`config.mk`:
```
export PLATFORM = sky130hd
export DESIGN_NAME = ddr_example_driver
export DESIGN_NICKNAME = d
export VERILOG_FILES = /design/src/source/ddr_drv_pkg.sv /design/src/source/ddr_example_driver.sv /design/src/source/ddr_read_checker.sv /design/src/source/ddr_pattern_gen.sv /design/src/source/ddr_addr_gen.sv /design/src/source/ddr_test_sequencer.sv
export SDC_FILE = /design/constraint.sdc
export NUM_CORES = 1
export LEC_CHECK = 0
export BUFFER_PORTS_ARGS = -buffer_cell sky130_fd_sc_hd__buf_2
export CAP_MARGIN = 30
export CORE_MARGIN = 3
export CORE_UTILIZATION = 51
export CTS_CLUSTER_DIAMETER = 100
export DETAILED_ROUTE_END_ITERATION = 6
export PLACE_DENSITY = 0.76
export SLEW_MARGIN = 0
export SYNTH_ARGS = -nofsm -noshare
export SYNTH_HDL_FRONTEND = slang
export SYNTH_SLANG_ARGS = --single-unit
```
`constraint.sdc`:
```
create_clock -name clk -period 2 [get_ports clk]
set_clock_uncertainty 0.1 [all_clocks]
set_input_delay 0.2 -clock clk [delete_from_list [all_inputs] [get_ports clk]]
set_output_delay 0.2 -clock clk [all_outputs]
set_load 0.02 [all_outputs]
```
`src/source/ddr_drv_pkg.sv`:
```
// package: widths, address limits, LFSR seeds, vector types, control structs, sequencer states
package ddr_drv_pkg;

  // ----------------------------------------
  // widths
  // ----------------------------------------
  localparam int data_width = 32;
  localparam int lane_count = 4;

  typedef logic [0:0]                       cs_t;
  typedef logic [1:0]                       bank_t;
  typedef logic [12:0]                      row_t;
  typedef logic [8:0]                       col_t;
  typedef logic [data_width-1:0]            data_t;
  typedef logic [data_width/lane_count-1:0] lane_t;
  typedef logic [lane_count-1:0]            be_t;
  typedef logic [2:0]                       size_t;
  typedef logic [2:0]                       beat_cnt_t;
  typedef logic [7:0]                       status_t;

  // ----------------------------------------
  // burst and address range
  // ----------------------------------------
  localparam size_t burst_len = 3'd2;
  localparam col_t  col_step  = 9'd4;
  localparam col_t  max_col   = 9'd16;
  localparam row_t  max_row   = 13'd3;
  localparam bank_t max_bank  = 2'd3;
  localparam cs_t   max_cs    = 1'b0;

  // lane 0 seed in the low byte
  localparam lane_t [lane_count-1:0] lane_seed = {8'd31, 8'd21, 8'd11, 8'd1};

  typedef struct packed {
    cs_t   cs;
    bank_t bank;
    row_t  row;
    col_t  col;
  } mem_addr_t;

  // sequencer to address and pattern generators
  typedef struct packed {
    logic write_req;
    logic read_req;
    logic reset_address;
    logic reset_be;
    logic zero_fill;
    logic dgen_load;
    logic capture_seed;
    logic dm_mode;
  } seq_ctrl_t;

  typedef enum logic [2:0] {
    start,
    pick_pass,
    write_first,
    write_beat,
    write_last,
    read_issue,
    read_drain,
    done
  } seq_state_t;

endpackage
```
`src/source/ddr_example_driver.sv`:
```
// top level: sequencer, address generator, pattern generator and read checker
module ddr_example_driver (
  input  logic                   clk,
  input  logic                   reset_n,
  input  logic                   local_ready,
  input  ddr_drv_pkg::data_t     local_rdata,
  input  logic                   local_rdata_valid,
  output logic                   write_req,
  output logic                   read_req,
  output logic                   burstbegin,
  output ddr_drv_pkg::size_t     size,
  output ddr_drv_pkg::mem_addr_t addr,
  output ddr_drv_pkg::data_t     wdata,
  output ddr_drv_pkg::be_t       be,
  output ddr_drv_pkg::be_t       pnf_per_byte,
  output logic                   pnf_persist,
  output logic                   test_complete,
  output ddr_drv_pkg::status_t   test_status
);

  ddr_drv_pkg::seq_ctrl_t ctrl;
  ddr_drv_pkg::data_t     exp_data;
  logic                   wr_beat;
  logic                   burst_adv;
  logic                   last_addr;

  assign write_req = ctrl.write_req;
  assign read_req  = ctrl.read_req;

  ddr_test_sequencer u_ddr_test_sequencer (
    .clk               (clk),
    .reset_n           (reset_n),
    .local_ready       (local_ready),
    .local_rdata_valid (local_rdata_valid),
    .last_addr         (last_addr),
    .ctrl              (ctrl),
    .wr_beat           (wr_beat),
    .burst_adv         (burst_adv),
    .burstbegin        (burstbegin),
    .size              (size),
    .test_complete     (test_complete),
    .test_status       (test_status)
  );

  ddr_addr_gen u_ddr_addr_gen (
    .clk       (clk),
    .reset_n   (reset_n),
    .ctrl      (ctrl),
    .burst_adv (burst_adv),
    .addr      (addr),
    .last_addr (last_addr)
  );

  ddr_pattern_gen u_ddr_pattern_gen (
    .clk               (clk),
    .reset_n           (reset_n),
    .ctrl              (ctrl),
    .wr_beat           (wr_beat),
    .local_rdata_valid (local_rdata_valid),
    .wdata             (wdata),
    .exp_data          (exp_data),
    .be                (be)
  );

  ddr_read_checker u_ddr_read_checker (
    .clk               (clk),
    .reset_n           (reset_n),
    .local_rdata       (local_rdata),
    .local_rdata_valid (local_rdata_valid),
    .exp_data          (exp_data),
    .pnf_per_byte      (pnf_per_byte),
    .pnf_persist       (pnf_persist)
  );

endmodule

```
`src/source/ddr_read_checker.sv`:
```
// read checker: per-lane compare pipeline, per-byte and persistent pass flags
module ddr_read_checker (
  input  logic               clk,
  input  logic               reset_n,
  input  ddr_drv_pkg::data_t local_rdata,
  input  logic               local_rdata_valid,
  input  ddr_drv_pkg::data_t exp_data,
  output ddr_drv_pkg::be_t   pnf_per_byte,
  output logic               pnf_persist
);

  ddr_drv_pkg::lane_t [ddr_drv_pkg::lane_count-1:0] rd_lanes;
  ddr_drv_pkg::lane_t [ddr_drv_pkg::lane_count-1:0] exp_lanes;
  ddr_drv_pkg::be_t                                 compare;
  ddr_drv_pkg::be_t                                 compare_q;
  ddr_drv_pkg::be_t                                 compare_valid;
  logic                                             valid_q;
  logic                                             checked;
  logic                                             checked_d;
  logic                                             pnf_next;

  assign rd_lanes  = local_rdata;
  assign exp_lanes = exp_data;

  // one compare per byte lane
  always_comb
  begin
    for (int i = 0; i < ddr_drv_pkg::lane_count; i++)
      compare[i] = (rd_lanes[i] == exp_lanes[i]);
  end

  // ----------------------------------------
  // compare, capture, output stages
  // ----------------------------------------
  always_ff @(posedge clk or negedge reset_n)
  begin
    if (!reset_n)
    begin
      compare_q     <= '1;
      valid_q       <= 1'b0;
      compare_valid <= '1;
      checked       <= 1'b0;
      checked_d     <= 1'b0;
      pnf_per_byte  <= '1;
      pnf_next      <= 1'b0;
      pnf_persist   <= 1'b0;
    end
    else
    begin
      compare_q <= compare;
      valid_q   <= local_rdata_valid;
      // keep the last checked result between beats
      if (valid_q)
        compare_valid <= compare_q;
      checked      <= checked | valid_q;
      checked_d    <= checked;
      pnf_per_byte <= compare_valid;
      // first checked beat sets it, any miss clears it for good
      pnf_next    <= checked & (&compare_valid) & (~checked_d | pnf_next);
      pnf_persist <= pnf_next;
    end
  end

endmodule

```
`src/source/ddr_pattern_gen.sv`:
```
// pattern generator: four lane LFSRs, reload word, zero-fill mux and rotating byte enable
module ddr_pattern_gen (
  input  logic                   clk,
  input  logic                   reset_n,
  input  ddr_drv_pkg::seq_ctrl_t ctrl,
  input  logic                   wr_beat,
  input  logic                   local_rdata_valid,
  output ddr_drv_pkg::data_t     wdata,
  output ddr_drv_pkg::data_t     exp_data,
  output ddr_drv_pkg::be_t       be
);

  ddr_drv_pkg::lane_t [ddr_drv_pkg::lane_count-1:0] lanes;
  ddr_drv_pkg::lane_t [ddr_drv_pkg::lane_count-1:0] saved;
  ddr_drv_pkg::lane_t [ddr_drv_pkg::lane_count-1:0] exp_lanes;
  logic                                             advance;
  logic                                             rotate;

  // taps 7, 5, 4, 3
  function automatic ddr_drv_pkg::lane_t lfsr_next(input ddr_drv_pkg::lane_t q);
    logic fb;
    fb = q[7] ^ q[5] ^ q[4] ^ q[3];
    return {q[6:0], fb};
  endfunction

  // zero-fill beats leave the sequence alone
  assign advance = (wr_beat & ~ctrl.zero_fill) | local_rdata_valid;
  assign rotate  = ctrl.dm_mode & ~ctrl.zero_fill & (wr_beat | local_rdata_valid);

  assign wdata    = ctrl.zero_fill ? '0 : lanes;
  assign exp_data = exp_lanes;

  always_comb
  begin
    for (int i = 0; i < ddr_drv_pkg::lane_count; i++)
      exp_lanes[i] = be[i] ? lanes[i] : '0;
  end

  // ----------------------------------------
  // lane LFSRs
  // ----------------------------------------
  always_ff @(posedge clk or negedge reset_n)
  begin
    if (!reset_n)
    begin
      lanes <= ddr_drv_pkg::lane_seed;
    end
    else if (ctrl.dgen_load)
    begin
      lanes <= saved;
    end
    else if (advance)
    begin
      for (int i = 0; i < ddr_drv_pkg::lane_count; i++)
        lanes[i] <= lfsr_next(lanes[i]);
    end
  end

  // word at the start of the pass
  always_ff @(posedge clk)
  begin
    if (ctrl.capture_seed)
      saved <= lanes;
  end

  // ----------------------------------------
  // byte enables
  // ----------------------------------------
  always_ff @(posedge clk or negedge reset_n)
  begin
    if (!reset_n)
      be <= '1;
    else if (ctrl.reset_be)
      be <= 4'b0001;
    else if (rotate)
      be <= {be[2:0], be[3]};
    else if (!ctrl.dm_mode || ctrl.zero_fill)
      be <= '1;
  end

endmodule

```
`src/source/ddr_addr_gen.sv`:
```
// address generator: nested column, row, bank and chip-select wrap counter with last-address flag
module ddr_addr_gen (
  input  logic                   clk,
  input  logic                   reset_n,
  input  ddr_drv_pkg::seq_ctrl_t ctrl,
  input  logic                   burst_adv,
  output ddr_drv_pkg::mem_addr_t addr,
  output logic                   last_addr
);

  // final burst of the range
  assign last_addr = (addr.col == ddr_drv_pkg::max_col) &&
                     (addr.row == ddr_drv_pkg::max_row) &&
                     (addr.bank == ddr_drv_pkg::max_bank) &&
                     (addr.cs == ddr_drv_pkg::max_cs);

  // ----------------------------------------
  // one step per accepted burst start
  // ----------------------------------------
  always_ff @(posedge clk or negedge reset_n)
  begin
    if (!reset_n)
    begin
      addr <= '0;
    end
    else if (ctrl.reset_address)
    begin
      addr <= '0;
    end
    else if (burst_adv)
    begin
      if (addr.col >= ddr_drv_pkg::max_col)
      begin
        addr.col <= '0;
        // column wrap carries into row
        if (addr.row == ddr_drv_pkg::max_row)
        begin
          addr.row <= '0;
          if (addr.bank == ddr_drv_pkg::max_bank)
          begin
            addr.bank <= '0;
            if (addr.cs == ddr_drv_pkg::max_cs)
              addr.cs <= '0;
            else
              addr.cs <= addr.cs + 1'b1;
          end
          else
          begin
            addr.bank <= addr.bank + 2'd1;
          end
        end
        else
        begin
          addr.row <= addr.row + 13'd1;
        end
      end
      else
      begin
        addr.col <= addr.col + ddr_drv_pkg::col_step;
      end
    end
  end

endmodule

```
`src/source/ddr_test_sequencer.sv`:
```
// test sequencer: pass selection, request generation, burst beat and read drain counting
module ddr_test_sequencer (
  input  logic                   clk,
  input  logic                   reset_n,
  input  logic                   local_ready,
  input  logic                   local_rdata_valid,
  input  logic                   last_addr,
  output ddr_drv_pkg::seq_ctrl_t ctrl,
  output logic                   wr_beat,
  output logic                   burst_adv,
  output logic                   burstbegin,
  output ddr_drv_pkg::size_t     size,
  output logic                   test_complete,
  output ddr_drv_pkg::status_t   test_status
);

  ddr_drv_pkg::seq_state_t state;
  ddr_drv_pkg::beat_cnt_t  beat_cnt;
  logic [7:0]              reads_pending;
  logic                    seq_pending;
  logic                    dm_pending;
  logic                    seq_mode;
  logic                    last_burst;
  logic                    rd_accept;

  assign size      = ddr_drv_pkg::burst_len;
  assign wr_beat   = ctrl.write_req & local_ready;
  assign rd_accept = ctrl.read_req & local_ready;
  assign burst_adv = burstbegin & local_ready & (ctrl.write_req | ctrl.read_req);

  // bit 0 sequential, bit 2 data mask, bit 7 complete
  assign test_status = {test_complete, 4'b0000, ctrl.dm_mode, 1'b0, seq_mode};

  // ----------------------------------------
  // outstanding read beats
  // ----------------------------------------
  always_ff @(posedge clk or negedge reset_n)
  begin
    if (!reset_n)
    begin
      reads_pending <= '0;
    end
    else
    begin
      case ({rd_accept, local_rdata_valid})
        2'b10:   reads_pending <= reads_pending + 8'(ddr_drv_pkg::burst_len);
        2'b11:   reads_pending <= reads_pending + 8'(ddr_drv_pkg::burst_len) - 8'd1;
        2'b01:   reads_pending <= reads_pending - 8'd1;
        default: reads_pending <= reads_pending;
      endcase
    end
  end

  // ----------------------------------------
  // pass FSM
  // ----------------------------------------
  always_ff @(posedge clk or negedge reset_n)
  begin
    if (!reset_n)
    begin
      state         <= ddr_drv_pkg::start;
      ctrl          <= '0;
      burstbegin    <= 1'b0;
      beat_cnt      <= '0;
      seq_pending   <= 1'b0;
      dm_pending    <= 1'b0;
      seq_mode      <= 1'b0;
      last_burst    <= 1'b0;
      test_complete <= 1'b0;
    end
    else
    begin
      // one-cycle strobes
      ctrl.reset_address <= 1'b0;
      ctrl.reset_be      <= 1'b0;
      ctrl.dgen_load     <= 1'b0;
      ctrl.capture_seed  <= 1'b0;

      case (state)
        ddr_drv_pkg::start:
        begin
          seq_pending <= 1'b1;
          dm_pending  <= 1'b1;
          state       <= ddr_drv_pkg::pick_pass;
        end

        ddr_drv_pkg::pick_pass:
        begin
          if (seq_pending || dm_pending)
          begin
            ctrl.write_req    <= 1'b1;
            ctrl.capture_seed <= 1'b1;
            burstbegin        <= 1'b1;
            last_burst        <= 1'b0;
            state             <= ddr_drv_pkg::write_first;
            if (seq_pending)
              seq_mode <= 1'b1;
            else
            begin
              // data mask pass opens with a zero fill
              ctrl.dm_mode   <= 1'b1;
              ctrl.zero_fill <= 1'b1;
            end
          end
          else
          begin
            test_complete <= 1'b1;
            state         <= ddr_drv_pkg::done;
          end
        end

        ddr_drv_pkg::write_first:
        begin
          if (wr_beat)
          begin
            burstbegin <= 1'b0;
            beat_cnt   <= 3'd1;
            last_burst <= last_addr;
            state      <= ddr_drv_pkg::write_beat;
          end
        end

        ddr_drv_pkg::write_beat:
        begin
          if (wr_beat)
          begin
            if (beat_cnt == ddr_drv_pkg::beat_cnt_t'(ddr_drv_pkg::burst_len - 1))
            begin
              beat_cnt <= '0;
              if (last_burst)
              begin
                ctrl.write_req     <= 1'b0;
                ctrl.reset_address <= 1'b1;
                ctrl.dgen_load     <= 1'b1;
                ctrl.reset_be      <= ctrl.dm_mode;
                state              <= ddr_drv_pkg::write_last;
              end
              else
              begin
                burstbegin <= 1'b1;
                state      <= ddr_drv_pkg::write_first;
              end
            end
            else
              beat_cnt <= beat_cnt + 3'd1;
          end
        end

        ddr_drv_pkg::write_last:
        begin
          burstbegin <= 1'b1;
          last_burst <= 1'b0;
          if (ctrl.zero_fill)
          begin
            // masked writes over the same range
            ctrl.zero_fill <= 1'b0;
            ctrl.write_req <= 1'b1;
            state          <= ddr_drv_pkg::write_first;
          end
          else
          begin
            ctrl.read_req <= 1'b1;
            state         <= ddr_drv_pkg::read_issue;
          end
        end

        ddr_drv_pkg::read_issue:
        begin
          if (rd_accept && last_addr)
          begin
            ctrl.read_req <= 1'b0;
            burstbegin    <= 1'b0;
            state         <= ddr_drv_pkg::read_drain;
          end
        end

        ddr_drv_pkg::read_drain:
        begin
          // hold until every read beat is back
          if (reads_pending == '0)
          begin
            ctrl.reset_address <= 1'b1;
            if (seq_mode)
            begin
              seq_mode    <= 1'b0;
              seq_pending <= 1'b0;
            end
            else
            begin
              ctrl.dm_mode <= 1'b0;
              dm_pending   <= 1'b0;
            end
            state <= ddr_drv_pkg::pick_pass;
          end
        end

        default:
        begin
          test_complete <= 1'b1;
          state         <= ddr_drv_pkg::done;
        end
      endcase
    end
  end

endmodule

```
==> results by group <==
Clocking
  • Buffer type at the clock tree root: sky130_fd_sc_hd__clkbuf_16
  • Total clock buffers created by CTS: 17
  • Clock tree from TritonCTS: built
  • # clock sinks: roughly 140
  • Maximum clock path buffer count: 2
  • Clock latency at the later pin of the worst-skew pair: roughly 420 ps
  • Clock slew at the register clock pins of the worst setup and hold paths: 60 ps
  • # H-tree levels: 4

Routing
  • Wire length reported by the detailed router: 16400 um
  • Number of DRC markers after the initial detailed-route iteration: 418
  • Post-detailed-route wirelength per cell: about 16 um
  • Number of vias in the routed layout: around 5700
  • Antenna Nets Post-Route: 0
  • First-pass iteration count of the detailed router: 5
  • Vias per cell: 5.66
  • Remaining routing DRC violations: 0

Synthesis
  • Number of synthesized register bits: roughly 140
  • Share of async-settable or async-resettable flops after synthesis: around three quarters
  • Number of synthesized flops with an enable pin: 32
  • Post-synthesis cell area: 7170 um2
  • Share of synthesized area occupied by flip-flops and latches: between 40% and 50%
  • Count of cell types in the netlist: 64
  • Mean instance size in the synthesized netlist: ~9.9 um2
  • Cell count after synthesis: around 720
  • Most used flip-flop cell after synthesis: sky130_fd_sc_hd__dfrtp_1
  • Yosys synthesis warning count: 0

Floorplanning
  • Number of top-level pins: 117
  • Die area: 15500 um2
  • Initial Util: between 50% and 60%
  • Height of the die: about 120 um
  • Die boundary width: around 120 um
  • Number of rows in the core area: 42
  • Std-Cell Core Area: 13500 um2

Placement
  • Pre-CTS setup slack: approximately 110 ps
  • Count of input and output buffers: 105
  • Final GP Congestion: 0.860
  • DPL Wire Length: around 11000 um

Worst setup path
  • Req. time, crit path: between 2000 and 2500 ps
  • Slowest cell on the critical path: sky130_fd_sc_hd__or4_4
  • Worst Setup Start Kind: flop
  • CP endpoint kind: flop
  • Data arrival time of the critical path: 2080 ps
  • CP max FO: 10
  • Internal reg-to-reg setup slack: roughly 120 ps
  • Depth of the worst register-to-register path: 4
  • Count of buffering cells on the critical path with inverters included: 0
  • Worst r2r src: u_ddr_addr_gen.addr[6]
  • Classification of the worst setup path: flop to flop
  • Chain of cells forming the critical path: or4_4 > o22ai_4 > nor2_2 > mux2_4
  • CP delay by family, top: simple AND/OR/NAND/NOR gates
  • Endpoint of the worst-slack reg-to-reg timing path: u_ddr_addr_gen.addr[22]
  • Crit-path max cell delay: 560 ps

Power and ir drop
  • Pwr per Cell Area: around 1200 nW/um2
  • Largest vdd supply drop: roughly 0.00053 V
  • Cell leakage power: about 3.6 nW

Timing
  • Transition time at the pin with the least slew margin: about 560 ps
  • Final setup violation count: 0
  • Max-slew violation count: 0
  • Final setup slack of the worst path: between 100 and 150 ps
  • Final critical-path required period: 1880 ps
  • Final-report hold violation count: 0
  • FMAX: between 500 and 600 MHz
  • Final total negative setup slack: 0 ps
  • Final critical-path share of the clock period: roughly 94%
  • Unrepaired setup endpoints after global routing: no
  • Max_slew headroom: around 63%

GRT
  • Antenna violations before repair: 0
  • GRT Util Overall: between 20% and 30%
  • First-pass GRT wire length: between 20000 and 30000 um
  • Number of global-route vias before repair: roughly 5500
  • Pin count of the biggest net entering global routing: around 100
  • Residual overflow from global routing: 0

Layout
  • Highest-count cells in the layout ignoring fill and taps: sky130_fd_sc_hd__buf_2, sky130_fd_sc_hd__o21ai_0, sky130_fd_sc_hd__dfrtp_1
  • Count of antenna diodes in the layout: 0
  • Share of layout cells above drive strength 1: about 25%
  • Total Nets Final: 868
  • Commonest non-fill, non-tap cell in the layout: sky130_fd_sc_hd__buf_2
  • Growth of design area from synthesis to finish: 18.3%

Hold path
  • Number of cells on the worst hold path: 4
  • Hold Path Origin: local_rdata[21]
  • End point of the most critical hold path: u_ddr_read_checker.compare_q[2]
  • Worst hold path type: input port to flop

Outcome
  • Status: completed

Job
  • Total of max-cap violations: 0
-- sequential cells by signal, indices dropped and copies added, names as in the netlist, 8 cells and up --
name and cells:
u_ddr_pattern_gen.lanes 32, u_ddr_test_sequencer.ctrl 8, u_ddr_pattern_gen.saved 32, u_ddr_test_sequencer.reads_pending 8
u_ddr_addr_gen.addr 22
-- synthesized netlist by cell type (2+ instances only) --
master	number	area, um2
sky130_fd_sc_hd__inv_1	12	45.0
sky130_fd_sc_hd__a21oi_1	17	85.1
sky130_fd_sc_hd__or2_2	3	18.8
sky130_fd_sc_hd__nand2b_1	6	37.5
sky130_fd_sc_hd__nor2b_1	37	231
sky130_fd_sc_hd__xor2_1	4	35.0
sky130_fd_sc_hd__buf_4	18	135
sky130_fd_sc_hd__a31oi_1	5	31.3
sky130_fd_sc_hd__a22o_1	4	35.0
sky130_fd_sc_hd__ha_1	6	75.1
sky130_fd_sc_hd__nor2_1	51	191
sky130_fd_sc_hd__xnor2_1	42	368
sky130_fd_sc_hd__nand4_1	8	50.1
sky130_fd_sc_hd__and3_1	4	25.0
sky130_fd_sc_hd__nor4_1	8	50.1
sky130_fd_sc_hd__clkbuf_1	23	86.3
sky130_fd_sc_hd__nand3_1	36	180
sky130_fd_sc_hd__o21a_1	4	30.0
sky130_fd_sc_hd__a211oi_1	2	15.0
sky130_fd_sc_hd__buf_1	2	7.51
sky130_fd_sc_hd__dfstp_2	28	736
sky130_fd_sc_hd__mux2i_1	33	330
sky130_fd_sc_hd__edfxtp_1	32	961
sky130_fd_sc_hd__o21ai_0	94	470
sky130_fd_sc_hd__o31ai_1	5	37.5
sky130_fd_sc_hd__nand3b_1	18	135
sky130_fd_sc_hd__or3b_1	2	17.5
sky130_fd_sc_hd__mux2_2	6	67.6
sky130_fd_sc_hd__nand2_1	64	240
sky130_fd_sc_hd__buf_2	7	35.0
sky130_fd_sc_hd__conb_1	2	7.51
sky130_fd_sc_hd__o211ai_1	2	15.0
sky130_fd_sc_hd__nor3_1	6	30.0
sky130_fd_sc_hd__and2_1	4	25.0
sky130_fd_sc_hd__o41ai_1	2	17.5
sky130_fd_sc_hd__a22oi_1	17	128
sky130_fd_sc_hd__nor2_2	2	12.5
sky130_fd_sc_hd__dfrtp_1	75	1880
sky130_fd_sc_hd__a21o_1	5	37.5
-- metal layers --
layer,share of wire [%],global-route usage [%]
met4,1.1,6.00
met5,0,0
met1,44,27.7
met2,50,35.3
met3,4.9,5.49
-- area by class of cell --
type,instances,area [um2]
fill,1077,5020
sequential,135,3580
multi-input combinational,533,3350
timing repair buffer,127,736
clock buffer,17,425
tap,176,220
clock inverter,15,131
inverter,12,45.0
-- cells by family after synthesis --
family	after synthesis	share of synthesized area [%]
simple gates	260	19.0
compound gates	170	14.3
flops	135	49.8
buf+inv	62	4.31
xor+xnor	46	5.62
mux	40	5.76
fa+ha+maj	6	1.05
other cells	2	0.105
-- how the worst max path moves through the flow --
stage / start / endpoint / slack, ps / depth (start not counted)
global route: u_ddr_test_sequencer.reads_pending[2] / u_ddr_test_sequencer.reads_pending[6] / 5 / 5
finish: u_ddr_addr_gen.addr[6] / u_ddr_addr_gen.addr[22] / 120 / 4
detailed placement: u_ddr_test_sequencer.ctrl[6] / u_ddr_test_sequencer.reads_pending[4] / 110 / 7
floorplan: u_ddr_addr_gen.addr[9] / u_ddr_addr_gen.addr[22] / 50 / 5
global placement: u_ddr_addr_gen.addr[8] / u_ddr_addr_gen.addr[22] / 150 / 4
CTS: u_ddr_test_sequencer.ctrl[3] / wdata[22] / 10 / 4
-- power by group --
group	switching [mW]	internal (mW)	total (mW)
clock	1.29	1.64	2.93
sequential	0.893	3.46	4.35
combinational	1.58	1.49	3.07
-- tightest hold or removal path: stages --
cell and delay, ps:
sky130_fd_sc_hd__buf_2 90, sky130_fd_sc_hd__nor2_1 40, sky130_fd_sc_hd__a22oi_1 120, sky130_fd_sc_hd__nor4_1 90
-- per-stage QoR --
step	utilization [%]	cells	power, mW	hold slack, ps	instance area, um2
after global placement	58.4	980	7.25	211	7890
after global routing	62.8	1015	11.0	35.2	8480
after CTS	62.7	1014	10.4	12.8	8470
after floorplan	-	730	6.47	-196	7220
final	62.8	1015	10.3	37.1	8480
after detailed placement	58.4	980	7.43	212	7890
-- repair_timing --
item / in CTS / in global routing
setup buffers: 0 / 1
cloned: 0 / 0
hold buffers: 2 / 0
pin swaps: 0 / 0
setup endpoints to repair: 21 / 22
resized for setup: 1 / 2
hold endpoints to repair: 76 / 0
Note: power is estimated with default switching activity, not from simulation.
